### src/verilog/cpu_macros.svh
`ifndef CPU_MACROS_SVH
`define CPU_MACROS_SVH

// datapath and address width
`define CPU_WIDTH 16

// architectural register count, R7 is the link register
`define CPU_NREGS 8

// bits needed to index one register
`define CPU_RADDR 3

// first fetch address after reset
`define CPU_RESET_PC 0

`endif

### src/verilog/cpuPkg.sv
`default_nettype none
`include "cpu_macros.svh"

package cpuPkg;

    typedef logic [`CPU_WIDTH-1:0] word_t;
    typedef logic [`CPU_WIDTH-1:0] instr_t;
    typedef logic [`CPU_RADDR-1:0] regAddr_t;
    typedef logic [4:0]            opcode_t;
    typedef logic [1:0]            func_t;
    typedef logic [3:0]            aluOp_t;

    // alu operation codes, 4'b0110 and 4'b1000 unused
    localparam aluOp_t rol    = 4'b0000;
    localparam aluOp_t sll    = 4'b0001;
    localparam aluOp_t ror    = 4'b0010;
    localparam aluOp_t srl    = 4'b0011;
    localparam aluOp_t add    = 4'b0100;
    localparam aluOp_t andOp  = 4'b0101;
    localparam aluOp_t xorOp  = 4'b0111;
    localparam aluOp_t seq    = 4'b1001;
    localparam aluOp_t slt    = 4'b1010;
    localparam aluOp_t sco    = 4'b1011;
    localparam aluOp_t sle    = 4'b1100;
    localparam aluOp_t passB  = 4'b1101;
    localparam aluOp_t slbiOr = 4'b1110;
    localparam aluOp_t btr    = 4'b1111;

    typedef struct packed {
        logic [1:0] regDst;     // 00 rt, 01 rs, 10 rd, 11 r7
        logic [1:0] memToReg;   // 00 pc+2, 01 memory, 10 alu
        logic [1:0] aluSrc1;    // 00 rs, 01 zero, 10 rs << 8
        logic [1:0] aluSrc2;    // 00 rt, 01 imm5, 10 imm8, 11 zero
        aluOp_t     aluOp;
        logic       zeroExt;
        logic       immSrc;     // 11-bit displacement jump
        logic       aluJump;    // jr / jalr target from alu
        logic       regWrite;
        logic       memRead;
        logic       memWrite;
        logic       invA;
        logic       invB;
        logic       cin;
        logic       beq;
        logic       bne;
        logic       blt;
        logic       bge;
        logic       halt;
    } ctrl_t;

endpackage

`default_nettype wire

### src/verilog/control.sv
`timescale 1ns/1ns
`default_nettype none
`include "cpu_macros.svh"

module control (
    input  cpuPkg::instr_t instr,
    output cpuPkg::ctrl_t  ctrl,
    output logic           err
);

    cpuPkg::opcode_t opcode;
    cpuPkg::func_t   func;

    assign opcode = instr[15:11];
    assign func   = instr[1:0];

    always_comb begin
        // most instructions write an alu result to a register
        ctrl          = '0;
        ctrl.memToReg = 2'b10;
        ctrl.aluOp    = cpuPkg::add;
        ctrl.regWrite = 1'b1;
        err           = 1'b0;

        case (opcode)
            5'b00000: begin
                ctrl.halt     = 1'b1;
                ctrl.regWrite = 1'b0;
            end
            5'b00001: begin
                ctrl.regWrite = 1'b0;
            end
            5'b01000: begin
                ctrl.aluSrc2 = 2'b01;
            end
            // subi is imm - rs
            5'b01001: begin
                ctrl.aluSrc2 = 2'b01;
                ctrl.invA    = 1'b1;
                ctrl.cin     = 1'b1;
            end
            5'b01010: begin
                ctrl.aluSrc2 = 2'b01;
                ctrl.zeroExt = 1'b1;
                ctrl.aluOp   = cpuPkg::xorOp;
            end
            5'b01011: begin
                ctrl.aluSrc2 = 2'b01;
                ctrl.zeroExt = 1'b1;
                ctrl.aluOp   = cpuPkg::andOp;
                ctrl.invB    = 1'b1;
            end
            // roli, slli, rori, srli map straight onto alu codes 0..3
            5'b10100, 5'b10101, 5'b10110, 5'b10111: begin
                ctrl.aluSrc2 = 2'b01;
                ctrl.zeroExt = 1'b1;
                ctrl.aluOp   = {2'b00, opcode[1:0]};
            end
            5'b10000: begin
                ctrl.aluSrc2  = 2'b01;
                ctrl.regWrite = 1'b0;
                ctrl.memWrite = 1'b1;
            end
            5'b10001: begin
                ctrl.aluSrc2  = 2'b01;
                ctrl.memToReg = 2'b01;
                ctrl.memRead  = 1'b1;
            end
            // stu writes the effective address back into rs
            5'b10011: begin
                ctrl.regDst   = 2'b01;
                ctrl.aluSrc2  = 2'b01;
                ctrl.memWrite = 1'b1;
            end
            5'b11001: begin
                ctrl.regDst = 2'b10;
                ctrl.aluOp  = cpuPkg::btr;
            end
            5'b11011: begin
                ctrl.regDst = 2'b10;
                case (func)
                    2'b00: ctrl.aluOp = cpuPkg::add;
                    2'b01: begin
                        ctrl.invA = 1'b1;
                        ctrl.cin  = 1'b1;
                    end
                    2'b10: ctrl.aluOp = cpuPkg::xorOp;
                    default: begin
                        ctrl.aluOp = cpuPkg::andOp;
                        ctrl.invB  = 1'b1;
                    end
                endcase
            end
            5'b11010: begin
                ctrl.regDst = 2'b10;
                ctrl.aluOp  = {2'b00, func};
            end
            // compares run rs - rt through the adder
            5'b11100, 5'b11101, 5'b11110: begin
                ctrl.regDst = 2'b10;
                ctrl.invB   = 1'b1;
                ctrl.cin    = 1'b1;
                case (opcode[1:0])
                    2'b00:   ctrl.aluOp = cpuPkg::seq;
                    2'b01:   ctrl.aluOp = cpuPkg::slt;
                    default: ctrl.aluOp = cpuPkg::sle;
                endcase
            end
            5'b11111: begin
                ctrl.regDst = 2'b10;
                ctrl.aluOp  = cpuPkg::sco;
            end
            // beqz, bnez, bltz, bgez
            5'b01100, 5'b01101, 5'b01110, 5'b01111: begin
                ctrl.aluSrc2  = 2'b11;
                ctrl.regWrite = 1'b0;
                ctrl.beq      = (opcode[1:0] == 2'b00);
                ctrl.bne      = (opcode[1:0] == 2'b01);
                ctrl.blt      = (opcode[1:0] == 2'b10);
                ctrl.bge      = (opcode[1:0] == 2'b11);
            end
            5'b11000: begin
                ctrl.regDst  = 2'b01;
                ctrl.aluSrc1 = 2'b01;
                ctrl.aluSrc2 = 2'b10;
            end
            5'b10010: begin
                ctrl.regDst  = 2'b01;
                ctrl.aluSrc1 = 2'b10;
                ctrl.aluSrc2 = 2'b10;
                ctrl.zeroExt = 1'b1;
                ctrl.aluOp   = cpuPkg::slbiOr;
            end
            5'b00100: begin
                ctrl.regWrite = 1'b0;
                ctrl.immSrc   = 1'b1;
                ctrl.aluOp    = cpuPkg::passB;
            end
            5'b00101: begin
                ctrl.aluSrc2  = 2'b10;
                ctrl.regWrite = 1'b0;
                ctrl.aluJump  = 1'b1;
            end
            5'b00110: begin
                ctrl.regDst   = 2'b11;
                ctrl.memToReg = 2'b00;
                ctrl.immSrc   = 1'b1;
                ctrl.aluOp    = cpuPkg::passB;
            end
            5'b00111: begin
                ctrl.regDst   = 2'b11;
                ctrl.memToReg = 2'b00;
                ctrl.aluSrc2  = 2'b10;
                ctrl.aluJump  = 1'b1;
            end
            default: begin
                err           = 1'b1;
                ctrl.regWrite = 1'b0;
            end
        endcase
    end

endmodule

`default_nettype wire

### src/verilog/regFile.sv
`timescale 1ns/1ns
`default_nettype none
`include "cpu_macros.svh"

module regFile (
    input  logic             clk,
    input  logic             rstN,
    input  cpuPkg::regAddr_t rdAddrA,
    input  cpuPkg::regAddr_t rdAddrB,
    output cpuPkg::word_t    rdDataA,
    output cpuPkg::word_t    rdDataB,
    input  logic             wrEn,
    input  cpuPkg::regAddr_t wrAddr,
    input  cpuPkg::word_t    wrData
);

    cpuPkg::word_t regs [`CPU_NREGS];

    // reads see the old value during a same-cycle write
    assign rdDataA = regs[rdAddrA];
    assign rdDataB = regs[rdAddrB];

    always_ff @(posedge clk) begin
        if (!rstN) begin
            for (int i = 0; i < `CPU_NREGS; i++) begin
                regs[i] <= '0;
            end
        end else if (wrEn) begin
            regs[wrAddr] <= wrData;
        end
    end

endmodule

`default_nettype wire

### src/verilog/alu.sv
`timescale 1ns/1ns
`default_nettype none
`include "cpu_macros.svh"

module alu (
    input  cpuPkg::word_t  a,
    input  cpuPkg::word_t  b,
    input  cpuPkg::aluOp_t aluOp,
    input  logic           invA,
    input  logic           invB,
    input  logic           cin,
    output cpuPkg::word_t  result
);

    localparam int shiftW = $clog2(`CPU_WIDTH);

    cpuPkg::word_t           aIn;
    cpuPkg::word_t           bIn;
    cpuPkg::word_t           revA;
    logic [`CPU_WIDTH:0]     sum;
    logic [2*`CPU_WIDTH-1:0] rotL;
    logic [2*`CPU_WIDTH-1:0] rotR;
    logic [shiftW-1:0]       shamt;
    logic                    overflow;
    logic                    lessThan;
    logic                    isZero;

    assign aIn = invA ? ~a : a;
    assign bIn = invB ? ~b : b;

    // one adder serves add, subtract, compare and carry-out
    assign sum = {1'b0, aIn} + {1'b0, bIn} + {{`CPU_WIDTH{1'b0}}, cin};

    // signed less-than from the sign of a - b corrected for overflow
    assign overflow = (aIn[`CPU_WIDTH-1] == bIn[`CPU_WIDTH-1]) &&
                      (sum[`CPU_WIDTH-1] != aIn[`CPU_WIDTH-1]);
    assign lessThan = sum[`CPU_WIDTH-1] ^ overflow;
    assign isZero   = (sum[`CPU_WIDTH-1:0] == '0);

    // rotates via a doubled copy of a
    assign shamt = bIn[shiftW-1:0];
    assign rotL  = {aIn, aIn} << shamt;
    assign rotR  = {aIn, aIn} >> shamt;

    always_comb begin
        for (int i = 0; i < `CPU_WIDTH; i++) begin
            revA[i] = aIn[`CPU_WIDTH-1-i];
        end
    end

    always_comb begin
        case (aluOp)
            cpuPkg::rol:    result = rotL[2*`CPU_WIDTH-1:`CPU_WIDTH];
            cpuPkg::sll:    result = aIn << shamt;
            cpuPkg::ror:    result = rotR[`CPU_WIDTH-1:0];
            cpuPkg::srl:    result = aIn >> shamt;
            cpuPkg::add:    result = sum[`CPU_WIDTH-1:0];
            cpuPkg::andOp:  result = aIn & bIn;
            cpuPkg::xorOp:  result = aIn ^ bIn;
            cpuPkg::seq:    result = cpuPkg::word_t'(isZero);
            cpuPkg::slt:    result = cpuPkg::word_t'(lessThan);
            cpuPkg::sle:    result = cpuPkg::word_t'(lessThan | isZero);
            cpuPkg::sco:    result = cpuPkg::word_t'(sum[`CPU_WIDTH]);
            cpuPkg::passB:  result = bIn;
            cpuPkg::slbiOr: result = aIn | bIn;
            cpuPkg::btr:    result = revA;
            default:        result = '0;
        endcase
    end

endmodule

`default_nettype wire

### src/verilog/execCore.sv
`timescale 1ns/1ns
`default_nettype none
`include "cpu_macros.svh"

module execCore (
    input  logic             clk,
    input  logic             rstN,
    input  cpuPkg::instr_t   instr,
    input  logic             instrValid,
    output cpuPkg::word_t    memAddr,
    output cpuPkg::word_t    memWData,
    output logic             memRead,
    output logic             memWrite,
    input  cpuPkg::word_t    memRData,
    output cpuPkg::word_t    pc,
    output logic             halted,
    output logic             err,
    output logic             wbEn,
    output cpuPkg::regAddr_t wbReg,
    output cpuPkg::word_t    wbData
);

    cpuPkg::ctrl_t    ctrl;
    logic             decErr;
    logic             active;
    logic             branchTaken;
    cpuPkg::regAddr_t rsAddr;
    cpuPkg::regAddr_t rtAddr;
    cpuPkg::regAddr_t rdAddr;
    cpuPkg::word_t    rsData;
    cpuPkg::word_t    rtData;
    cpuPkg::word_t    imm5Ext;
    cpuPkg::word_t    imm8Ext;
    cpuPkg::word_t    disp11Ext;
    cpuPkg::word_t    opA;
    cpuPkg::word_t    opB;
    cpuPkg::word_t    aluResult;
    cpuPkg::word_t    pcPlus2;
    cpuPkg::word_t    pcNext;

    assign active = instrValid && !halted;
    assign rsAddr = instr[10:8];
    assign rtAddr = instr[7:5];
    assign rdAddr = instr[4:2];

    control control_i (
        .instr (instr),
        .ctrl  (ctrl),
        .err   (decErr)
    );

    regFile regFile_i (
        .clk     (clk),
        .rstN    (rstN),
        .rdAddrA (rsAddr),
        .rdAddrB (rtAddr),
        .rdDataA (rsData),
        .rdDataB (rtData),
        .wrEn    (wbEn),
        .wrAddr  (wbReg),
        .wrData  (wbData)
    );

    assign imm5Ext = ctrl.zeroExt ? {{(`CPU_WIDTH-5){1'b0}}, instr[4:0]}
                                  : {{(`CPU_WIDTH-5){instr[4]}}, instr[4:0]};
    assign imm8Ext = ctrl.zeroExt ? {{(`CPU_WIDTH-8){1'b0}}, instr[7:0]}
                                  : {{(`CPU_WIDTH-8){instr[7]}}, instr[7:0]};
    assign disp11Ext = {{(`CPU_WIDTH-11){instr[10]}}, instr[10:0]};

    always_comb begin
        case (ctrl.aluSrc1)
            2'b01:   opA = '0;
            2'b10:   opA = rsData << 8;
            default: opA = rsData;
        endcase
        case (ctrl.aluSrc2)
            2'b01:   opB = imm5Ext;
            2'b10:   opB = imm8Ext;
            2'b11:   opB = '0;
            default: opB = rtData;
        endcase
    end

    alu alu_i (
        .a      (opA),
        .b      (opB),
        .aluOp  (ctrl.aluOp),
        .invA   (ctrl.invA),
        .invB   (ctrl.invB),
        .cin    (ctrl.cin),
        .result (aluResult)
    );

    // data memory port, store data always comes from bits 7-5
    assign memAddr  = aluResult;
    assign memWData = rtData;
    assign memRead  = active && ctrl.memRead;
    assign memWrite = active && ctrl.memWrite;

    assign pcPlus2 = pc + cpuPkg::word_t'(2);

    always_comb begin
        case (ctrl.regDst)
            2'b00:   wbReg = rtAddr;
            2'b01:   wbReg = rsAddr;
            2'b10:   wbReg = rdAddr;
            default: wbReg = cpuPkg::regAddr_t'(`CPU_NREGS - 1);
        endcase
        case (ctrl.memToReg)
            2'b00:   wbData = pcPlus2;
            2'b01:   wbData = memRData;
            default: wbData = aluResult;
        endcase
    end

    assign wbEn = active && ctrl.regWrite && !decErr;
    assign err  = active && decErr;

    // branch conditions look at rs only
    assign branchTaken = (ctrl.beq && (rsData == '0)) ||
                         (ctrl.bne && (rsData != '0)) ||
                         (ctrl.blt && rsData[`CPU_WIDTH-1]) ||
                         (ctrl.bge && !rsData[`CPU_WIDTH-1]);

    always_comb begin
        if (ctrl.aluJump) begin
            pcNext = aluResult;
        end else if (ctrl.immSrc) begin
            pcNext = pcPlus2 + disp11Ext;
        end else if (branchTaken) begin
            pcNext = pcPlus2 + imm8Ext;
        end else begin
            pcNext = pcPlus2;
        end
    end

    always_ff @(posedge clk) begin
        if (!rstN) begin
            pc     <= cpuPkg::word_t'(`CPU_RESET_PC);
            halted <= 1'b0;
        end else if (active) begin
            pc <= pcNext;
            if (ctrl.halt) begin
                halted <= 1'b1;
            end
        end
    end

endmodule

`default_nettype wire

### config.mk
export PLATFORM = sky130hd
export DESIGN_NAME = execCore
export DESIGN_NICKNAME = d
export VERILOG_FILES = /design/src/verilog/cpuPkg.sv /design/src/verilog/control.sv /design/src/verilog/regFile.sv /design/src/verilog/alu.sv /design/src/verilog/execCore.sv
export VERILOG_INCLUDE_DIRS = /design/src /design/src/verilog
export SDC_FILE = /design/constraint.sdc
export NUM_CORES = 1
export LEC_CHECK = 0
export BUFFER_PORTS_ARGS = -buffer_cell sky130_fd_sc_hd__buf_4
export CAP_MARGIN = 30
export CORE_ASPECT_RATIO = 2
export CORE_MARGIN = 3
export CORE_UTILIZATION = 25
export CTS_CLUSTER_DIAMETER = 30
export CTS_CLUSTER_SIZE = 25
export DETAILED_ROUTE_END_ITERATION = 10
export HOLD_SLACK_MARGIN = 0.1
export SYNTH_ARGS = -nofsm -noshare
export SYNTH_HDL_FRONTEND = slang
export SYNTH_SLANG_ARGS = --single-unit
### constraint.sdc
create_clock -name clk -period 10.72 [get_ports clk]
set_clock_uncertainty 0.1 [all_clocks]
set_input_delay 1.072 -clock clk [delete_from_list [all_inputs] [get_ports clk]]
set_output_delay 1.072 -clock clk [all_outputs]
set_load 0.02 [all_outputs]
Yosys cells after proc, flatten, opt, wreduce, memory -nomap -nowiden
Memories as Yosys holds them, arrays and structs flattened.
Index checks and enable logic that the tools add are counted.
W data, S select, Z words.

word-level totals
  register bits = 17
  RAM bits = 128
  input port bits = 35
  output and inout port bits = 72
  word-level logic and storage cells = 161
  memories kept = 1

cells by class
  add/sub/neg operators = 5
  eq/ne operators = 57
  shifts and indexed selects = 4
  mux-type cells = 40
  bitwise gates (word level) = 7
  reduce and logical (&&, ||, !) cells = 45

memories
  memory          words  bits a word  read ports  clocked after Yosys merged registers in  wr ports  RTL line       text
  regFile_i.regs  8      16           2           0                                        8         regFile.sv:17  cpuPkg::word_t regs [`CPU_NREGS];

operators with widths
  operator                 count
  $pmux W16 S14            1
  $mux W16                 8
  $eq A5 B5 Y1 const B     16
  $pmux W16 S2             2
  $pmux W16 S3             1
  $eq A5 B4 Y1 const B     8
  $pmux W4 S10             1
  $add A16 B16 Y16         2
  $logic_not A16 Y1        2
  $not A16 Y16             2
  $shl A32 B4 Y32          1
  $shr A32 B4 Y16          1
  $reduce_or A30 Y1        1
  $eq A4 B4 Y1 const B     7
  $reduce_or A21 Y1        1
  $eq A5 B3 Y1 const B     4
  $reduce_or A4 Y1         5
  $add A16 B16 Y17         1
  $add A17 B1 Y17          1
  $add A16 B2 Y16 const B  1
  $and A16 B16 Y16         1
  $or A16 B16 Y16          1
  $reduce_bool A16 Y1      1
  $reduce_or A16 Y1        1
  other kinds (32)         88

Depth between registers and ports, before layout
  depth in word-level cells = 16
  depth in mapped cells = 31
  depth with buffers taken out = 26

By module
A second synthesis with hierarchy kept.

second synthesis, totals
  cells, all modules = 1591
  area total of the unflattened synthesis = 15045.7 um^2

modules (own cells, without submodules)
  module    instances  cells each  area each (um^2)  sequential area each (um^2)
  regFile   1          430         6876.6            3843.7
  alu       1          617         4398.0            0.0
  execCore  1          450         3201.8            340.3
  control   1          94          569.3             0.0

Worst setup path before layout
No wires, ideal clock.

  path kind = in2out
  from = in instr[15]
  to = out wbData[0]
  arrival time = 7.610 ns
  required time = 9.548 ns
  path slack = 1.938 ns
  stages on the path = 30
  buffers on the path = 6
  cells stage by stage = clkbuf_1 -> clkbuf_1 -> or3b_2 -> or3_1 -> clkbuf_1 -> clkbuf_1 -> ha_1 -> clkbuf_1 -> clkbuf_1 -> nor4_1 -> nor2_1 -> inv_1 -> fa_1 -> a21o_1 -> a21o_1 -> a31oi_1 -> a31oi_1 -> nand3_1 -> nand2_1 -> a21o_1 -> a21o_1 -> fa_1 -> nor4_1 -> nand4_1 -> nor4_1 -> nand4_1 -> or4_1 -> nand4_1 -> o21ai_2 -> nand2_1

on the way
  longest elaborated chain between the ends = 15
  elaborated cells between the ends (all ways) = 92
  classes of those cells = add/sub (2); eq/ne (49); shift (4); mux (16); bitwise (7); reduce/logical (14)

RTL lines
  element                                                           RTL line         text
  start, declared                                                   execCore.sv:8    input cpuPkg::instr_t instr,
  $eq A5 B5 Y1, or another cell as far along                        control.sv:25    case (opcode)
  $reduce_or A11 Y1 (no source line), or another cell as far along  -
  $pmux W2 S3 / $mux W1 (equally long branches)                     control.sv:25
  $eq A2 B2 Y1, or another cell as far along                        execCore.sv:76   case (ctrl.aluSrc2)
  $pmux W16 S3                                                      execCore.sv:76
  $not A16 Y16                                                      alu.sv:29        assign bIn = invB ? ~b : b;
  $mux W16                                                          alu.sv:29
  $add A16 B16 Y17                                                  alu.sv:32        assign sum = {1'b0, aIn} + {1'b0, bIn} + {{`CPU_WIDTH{1'b0}}, cin};
  $add A17 B1 Y17                                                   alu.sv:32
  $ne A1 B1 Y1                                                      alu.sv:36        (sum[`CPU_WIDTH-1] != aIn[`CPU_WIDTH-1]);
  $logic_and A1 B1 Y1                                               alu.sv:35        assign overflow = (aIn[`CPU_WIDTH-1] == bIn[`CPU_WIDTH-1]) &&
  $xor A1 B1 Y1                                                     alu.sv:37        assign lessThan = sum[`CPU_WIDTH-1] ^ overflow;
  $or A1 B1 Y1                                                      alu.sv:62        cpuPkg::sle: result = cpuPkg::word_t'(lessThan | isZero);
  $pmux W16 S14                                                     alu.sv:52        case (aluOp)
  $pmux W16 S2 *                                                    execCore.sv:109  case (ctrl.memToReg)
  end, declared                                                     execCore.sv:20   output cpuPkg::word_t wbData

Mark *: on every way between the ends. The rest lies on a longest branch, timed or not.

Worst setup path in the final report
  from = in instr[15]
  to = out wbData[15]

on the way
  longest elaborated chain between the ends = 11
  elaborated cells between the ends (all ways) = 86
  classes of those cells = add/sub (2); eq/ne (47); shift (4); mux (16); bitwise (5); reduce/logical (12)

RTL lines
  element                                                           RTL line
  $eq A5 B5 Y1, or another cell as far along                        control.sv:25
  $reduce_or A11 Y1 (no source line), or another cell as far along  -
  $pmux W2 S3 / $mux W1 (equally long branches)                     control.sv:25
  $eq A2 B2 Y1, or another cell as far along                        execCore.sv:76
  $pmux W16 S3                                                      execCore.sv:76
  $not A16 Y16                                                      alu.sv:29
  $mux W16                                                          alu.sv:29
  $add A16 B16 Y17                                                  alu.sv:32
  $add A17 B1 Y17                                                   alu.sv:32
  $pmux W16 S14                                                     alu.sv:52
  $pmux W16 S2 *                                                    execCore.sv:109

Marks and branches as above.

==> metrics.csv <==
metric;value;unit
drt_iter0_markers;2083;
seq_area_frac_synth;0.282;
start_util;0.254;
yosys_warnings;0;
topRoutingLayerUsed;met5;
yosys.area.top_type_share;0.259;
cp_data_arrival_time;8630;ps
power.internal;1.54;mW
io_pins;107;
drtPass1Iterations;7;
synth_seq_cells;145;
ys.flop_type;edfxtp_1;
cts_root_buf;clkbuf_16;
hold_depth;2;
first_global_vias;15900;
start_kind;input port;
clock_path_buffers;3;
finalCritPeriodShare;0.914;
synth.area.mux_share;0.124;
worstHoldStart;pc[14];
wl_met2;45200;um
wl_met1;28700;um
dp_hpwl;73100;um
cts_hold_buf;0;
synthToLayoutAreaGrowth;19.4;%
crit_path_end_kind;output pin;
peakVddDrop;0.180;mV
wl_per_cell;36.5;um
synth_xor_xnor_area_share;0.0466;
drive_gt1_frac;0.185;
swShare;0.465;
h-tree-depth;4;
max_stage_delay;730;ps
maxSlewHeadroom;0.159;
grt_pass1_wl;129000;um
whs_endpoint;pc[14];
clock_sinks;145;
combPwrFrac;0.524;
vias;16300;
post_cts_resize_count;0;
p_clk_frac;0.246;
syn_nets;1832;
wl_met3;7960;um
synth_top_cells_by_area;edfxtp_1 (26%), mux4_2 (7.4%), nor2_1 (5.2%);
grt_max_degree;48;
post-route-drc-count;0;
yosys.area_share.simple;0.198;
tns;0;ps
synthAdderAreaFrac;0.0543;
ys_async_sr_fraction;0;
cts_tree;yes;
leakage;6.85;nW
postCtsSetupRepairBufs;0;
clk_pin_slew;50;ps
rrSetupSlack;3560;ps
layout_min_cycle_time;9800;ps
reg2reg_from;regFile_i.regs[7][8];
port_buffers;106;
max_freq;102;MHz
layout.nets;1935;
synth_common_cells;nor2_1 (204), nand2_1 (165), edfxtp_1 (128);
drv_cap;0;
slew_viol_final;0;
syn_inst;1735;
synth_compound_area_frac;0.246;
clock_latency;510;ps
required;9550;ps
fp.dieH;350;um
slowest_stage;a221oi_1;
yosys.area.top_type;edfxtp_1;
path_class;in2out;
gp_congestion;1.13;
synth_area_per_cell;8.55;um^2
routed_wl;95200;um
grt_use_total;0.300;
die_width;178;um
r2r_end;regFile_i.regs[0][0];
ant_nets;0;
tightest_slew;1260;ps
p_total;2.89;mW
gr-total-overflow;0;
yosysMostFrequentCell;nor2_1;
rsz0062_at_grt;no;
hold_violations;0;
status;finished clean;
cp_max_fo;39;
power_switching;1.34;mW
core-area;0.0583;mm^2
synth_cell_types;98;
finalSetupViolCount;0;
reg2reg_depth;23;
syn_area;0.0148;mm^2
p_per_area;163;mW/mm^2
synth_top_family_by_area;compound AO/OA/AOI/OAI gates;
cts_buffers;25;
antenna_found_initial;5;
row_count;125;
synth-edff-count;128;
min_path_type;reg2reg;
dieArea;0.0625;mm^2
routed_via_density;6.26;
seqPwrFrac;0.229;
[flip-flops by register name (all words and copies together), names as in the netlist]
signal / cells
halted: 1
regFile_i.regs: 128
pc: 16
[layout by cell type, fill, tap and decap left out, types with 11 or more instances in the layout]
master	synthesis	final
nor2_1	204	202
buf_4	6	166
nand2_1	165	165
edfxtp_1	128	128
a21oi_1	108	108
o21ai_0	95	93
nor3_1	69	66
inv_1	65	64
xnor2_1	61	58
ha_1	58	58
mux2i_1	52	52
mux4_2	49	49
nand3_1	49	49
a31oi_1	30	30
a22oi_1	25	25
clkbuf_16	0	25
a211oi_1	26	24
o211ai_1	22	22
a21o_1	19	19
and2_1	18	18
nand4_1	18	18
nor2b_1	17	17
a221oi_1	17	17
dfxtp_1	17	17
mux2_2	16	16
a22o_1	16	16
xor2_1	16	16
or3_1	14	14
o31ai_1	15	14
nand2b_1	12	12
nor4_1	12	12
and3_1	11	11
or2_2	11	11
a221o_1	11	11
[power groups by stage]
stage | Clock (mW) | Sequential (mW) | Combinational (mW)
after detailed placement | 0 | 0.673 | 1.42
after CTS | 0.713 | 0.661 | 1.42
after global routing | 0.735 | 0.664 | 1.56
after global placement | 0 | 0.671 | 1.41
after floorplan | 0 | 0.668 | 0.761
final | 0.711 | 0.662 | 1.51
[stage by stage]
step | area, um^2 | utilization | worst slack, ps | instances | hold slack, ps
finish | 17700 | 0.304 | 918 | 2607 | 413
global route | 17700 | 0.304 | 646 | 2607 | 468
CTS | 17600 | 0.302 | 1170 | 2593 | 415
detailed placement | 16900 | 0.290 | 1200 | 2560 | 407
global placement | 16600 | 0.284 | 1340 | 2540 | 407
floorplan | 14800 | - | 1940 | 1735 | 471
[cell families (layout without fill, tap and decap cells)]
family,count (synthesis),after routing
compound gates,521,521
xor+xnor,78,78
flops,145,145
simple gates,629,629
mux,119,119
other cells,0,1
fa+ha+maj,62,62
buf+inv,181,290
[cell type report]
class                      instances  area (um^2)
fill                            6138        40600
multi-input combinational       1409        10000
timing repair buffer             189         1610
antenna                            1         2.50
clock inverter                     7         65.1
clock buffer                      26          639
sequential                       145         4180
inverter                          68          258
tap                              762          953
[worst max-delay path, delay by kind of cell]
kind | cells | cell delay [ps]
compound gates | 12 | 3160
fa+ha+maj | 3 | 1390
buf+inv | 7 | 1480
simple gates | 5 | 1520
[how the worst max path moves through the flow]
stage          slack (ps)       from  cells after the start         end
6_report              920  instr[15]                     27  wbData[15]
5_1_grt               650  instr[15]                     28   wbData[0]
4_1_cts              1170  instr[15]                     28   wbData[0]
3_5_place_dp         1200  instr[15]                     28   wbData[0]
3_3_place_gp         1340  instr[15]                     27   wbData[0]
2_1_floorplan        1940  instr[15]                     30   wbData[0]
[routing by layer]
layer | up-vias | track usage
li1 | 6823 | -
met1 | 7881 | 0.283
met2 | 1159 | 0.510
met3 | 440 | 0.0715
met4 | 4 | 0.308
met5 | - | 0.000801
(Power assumes the default switching activity.)
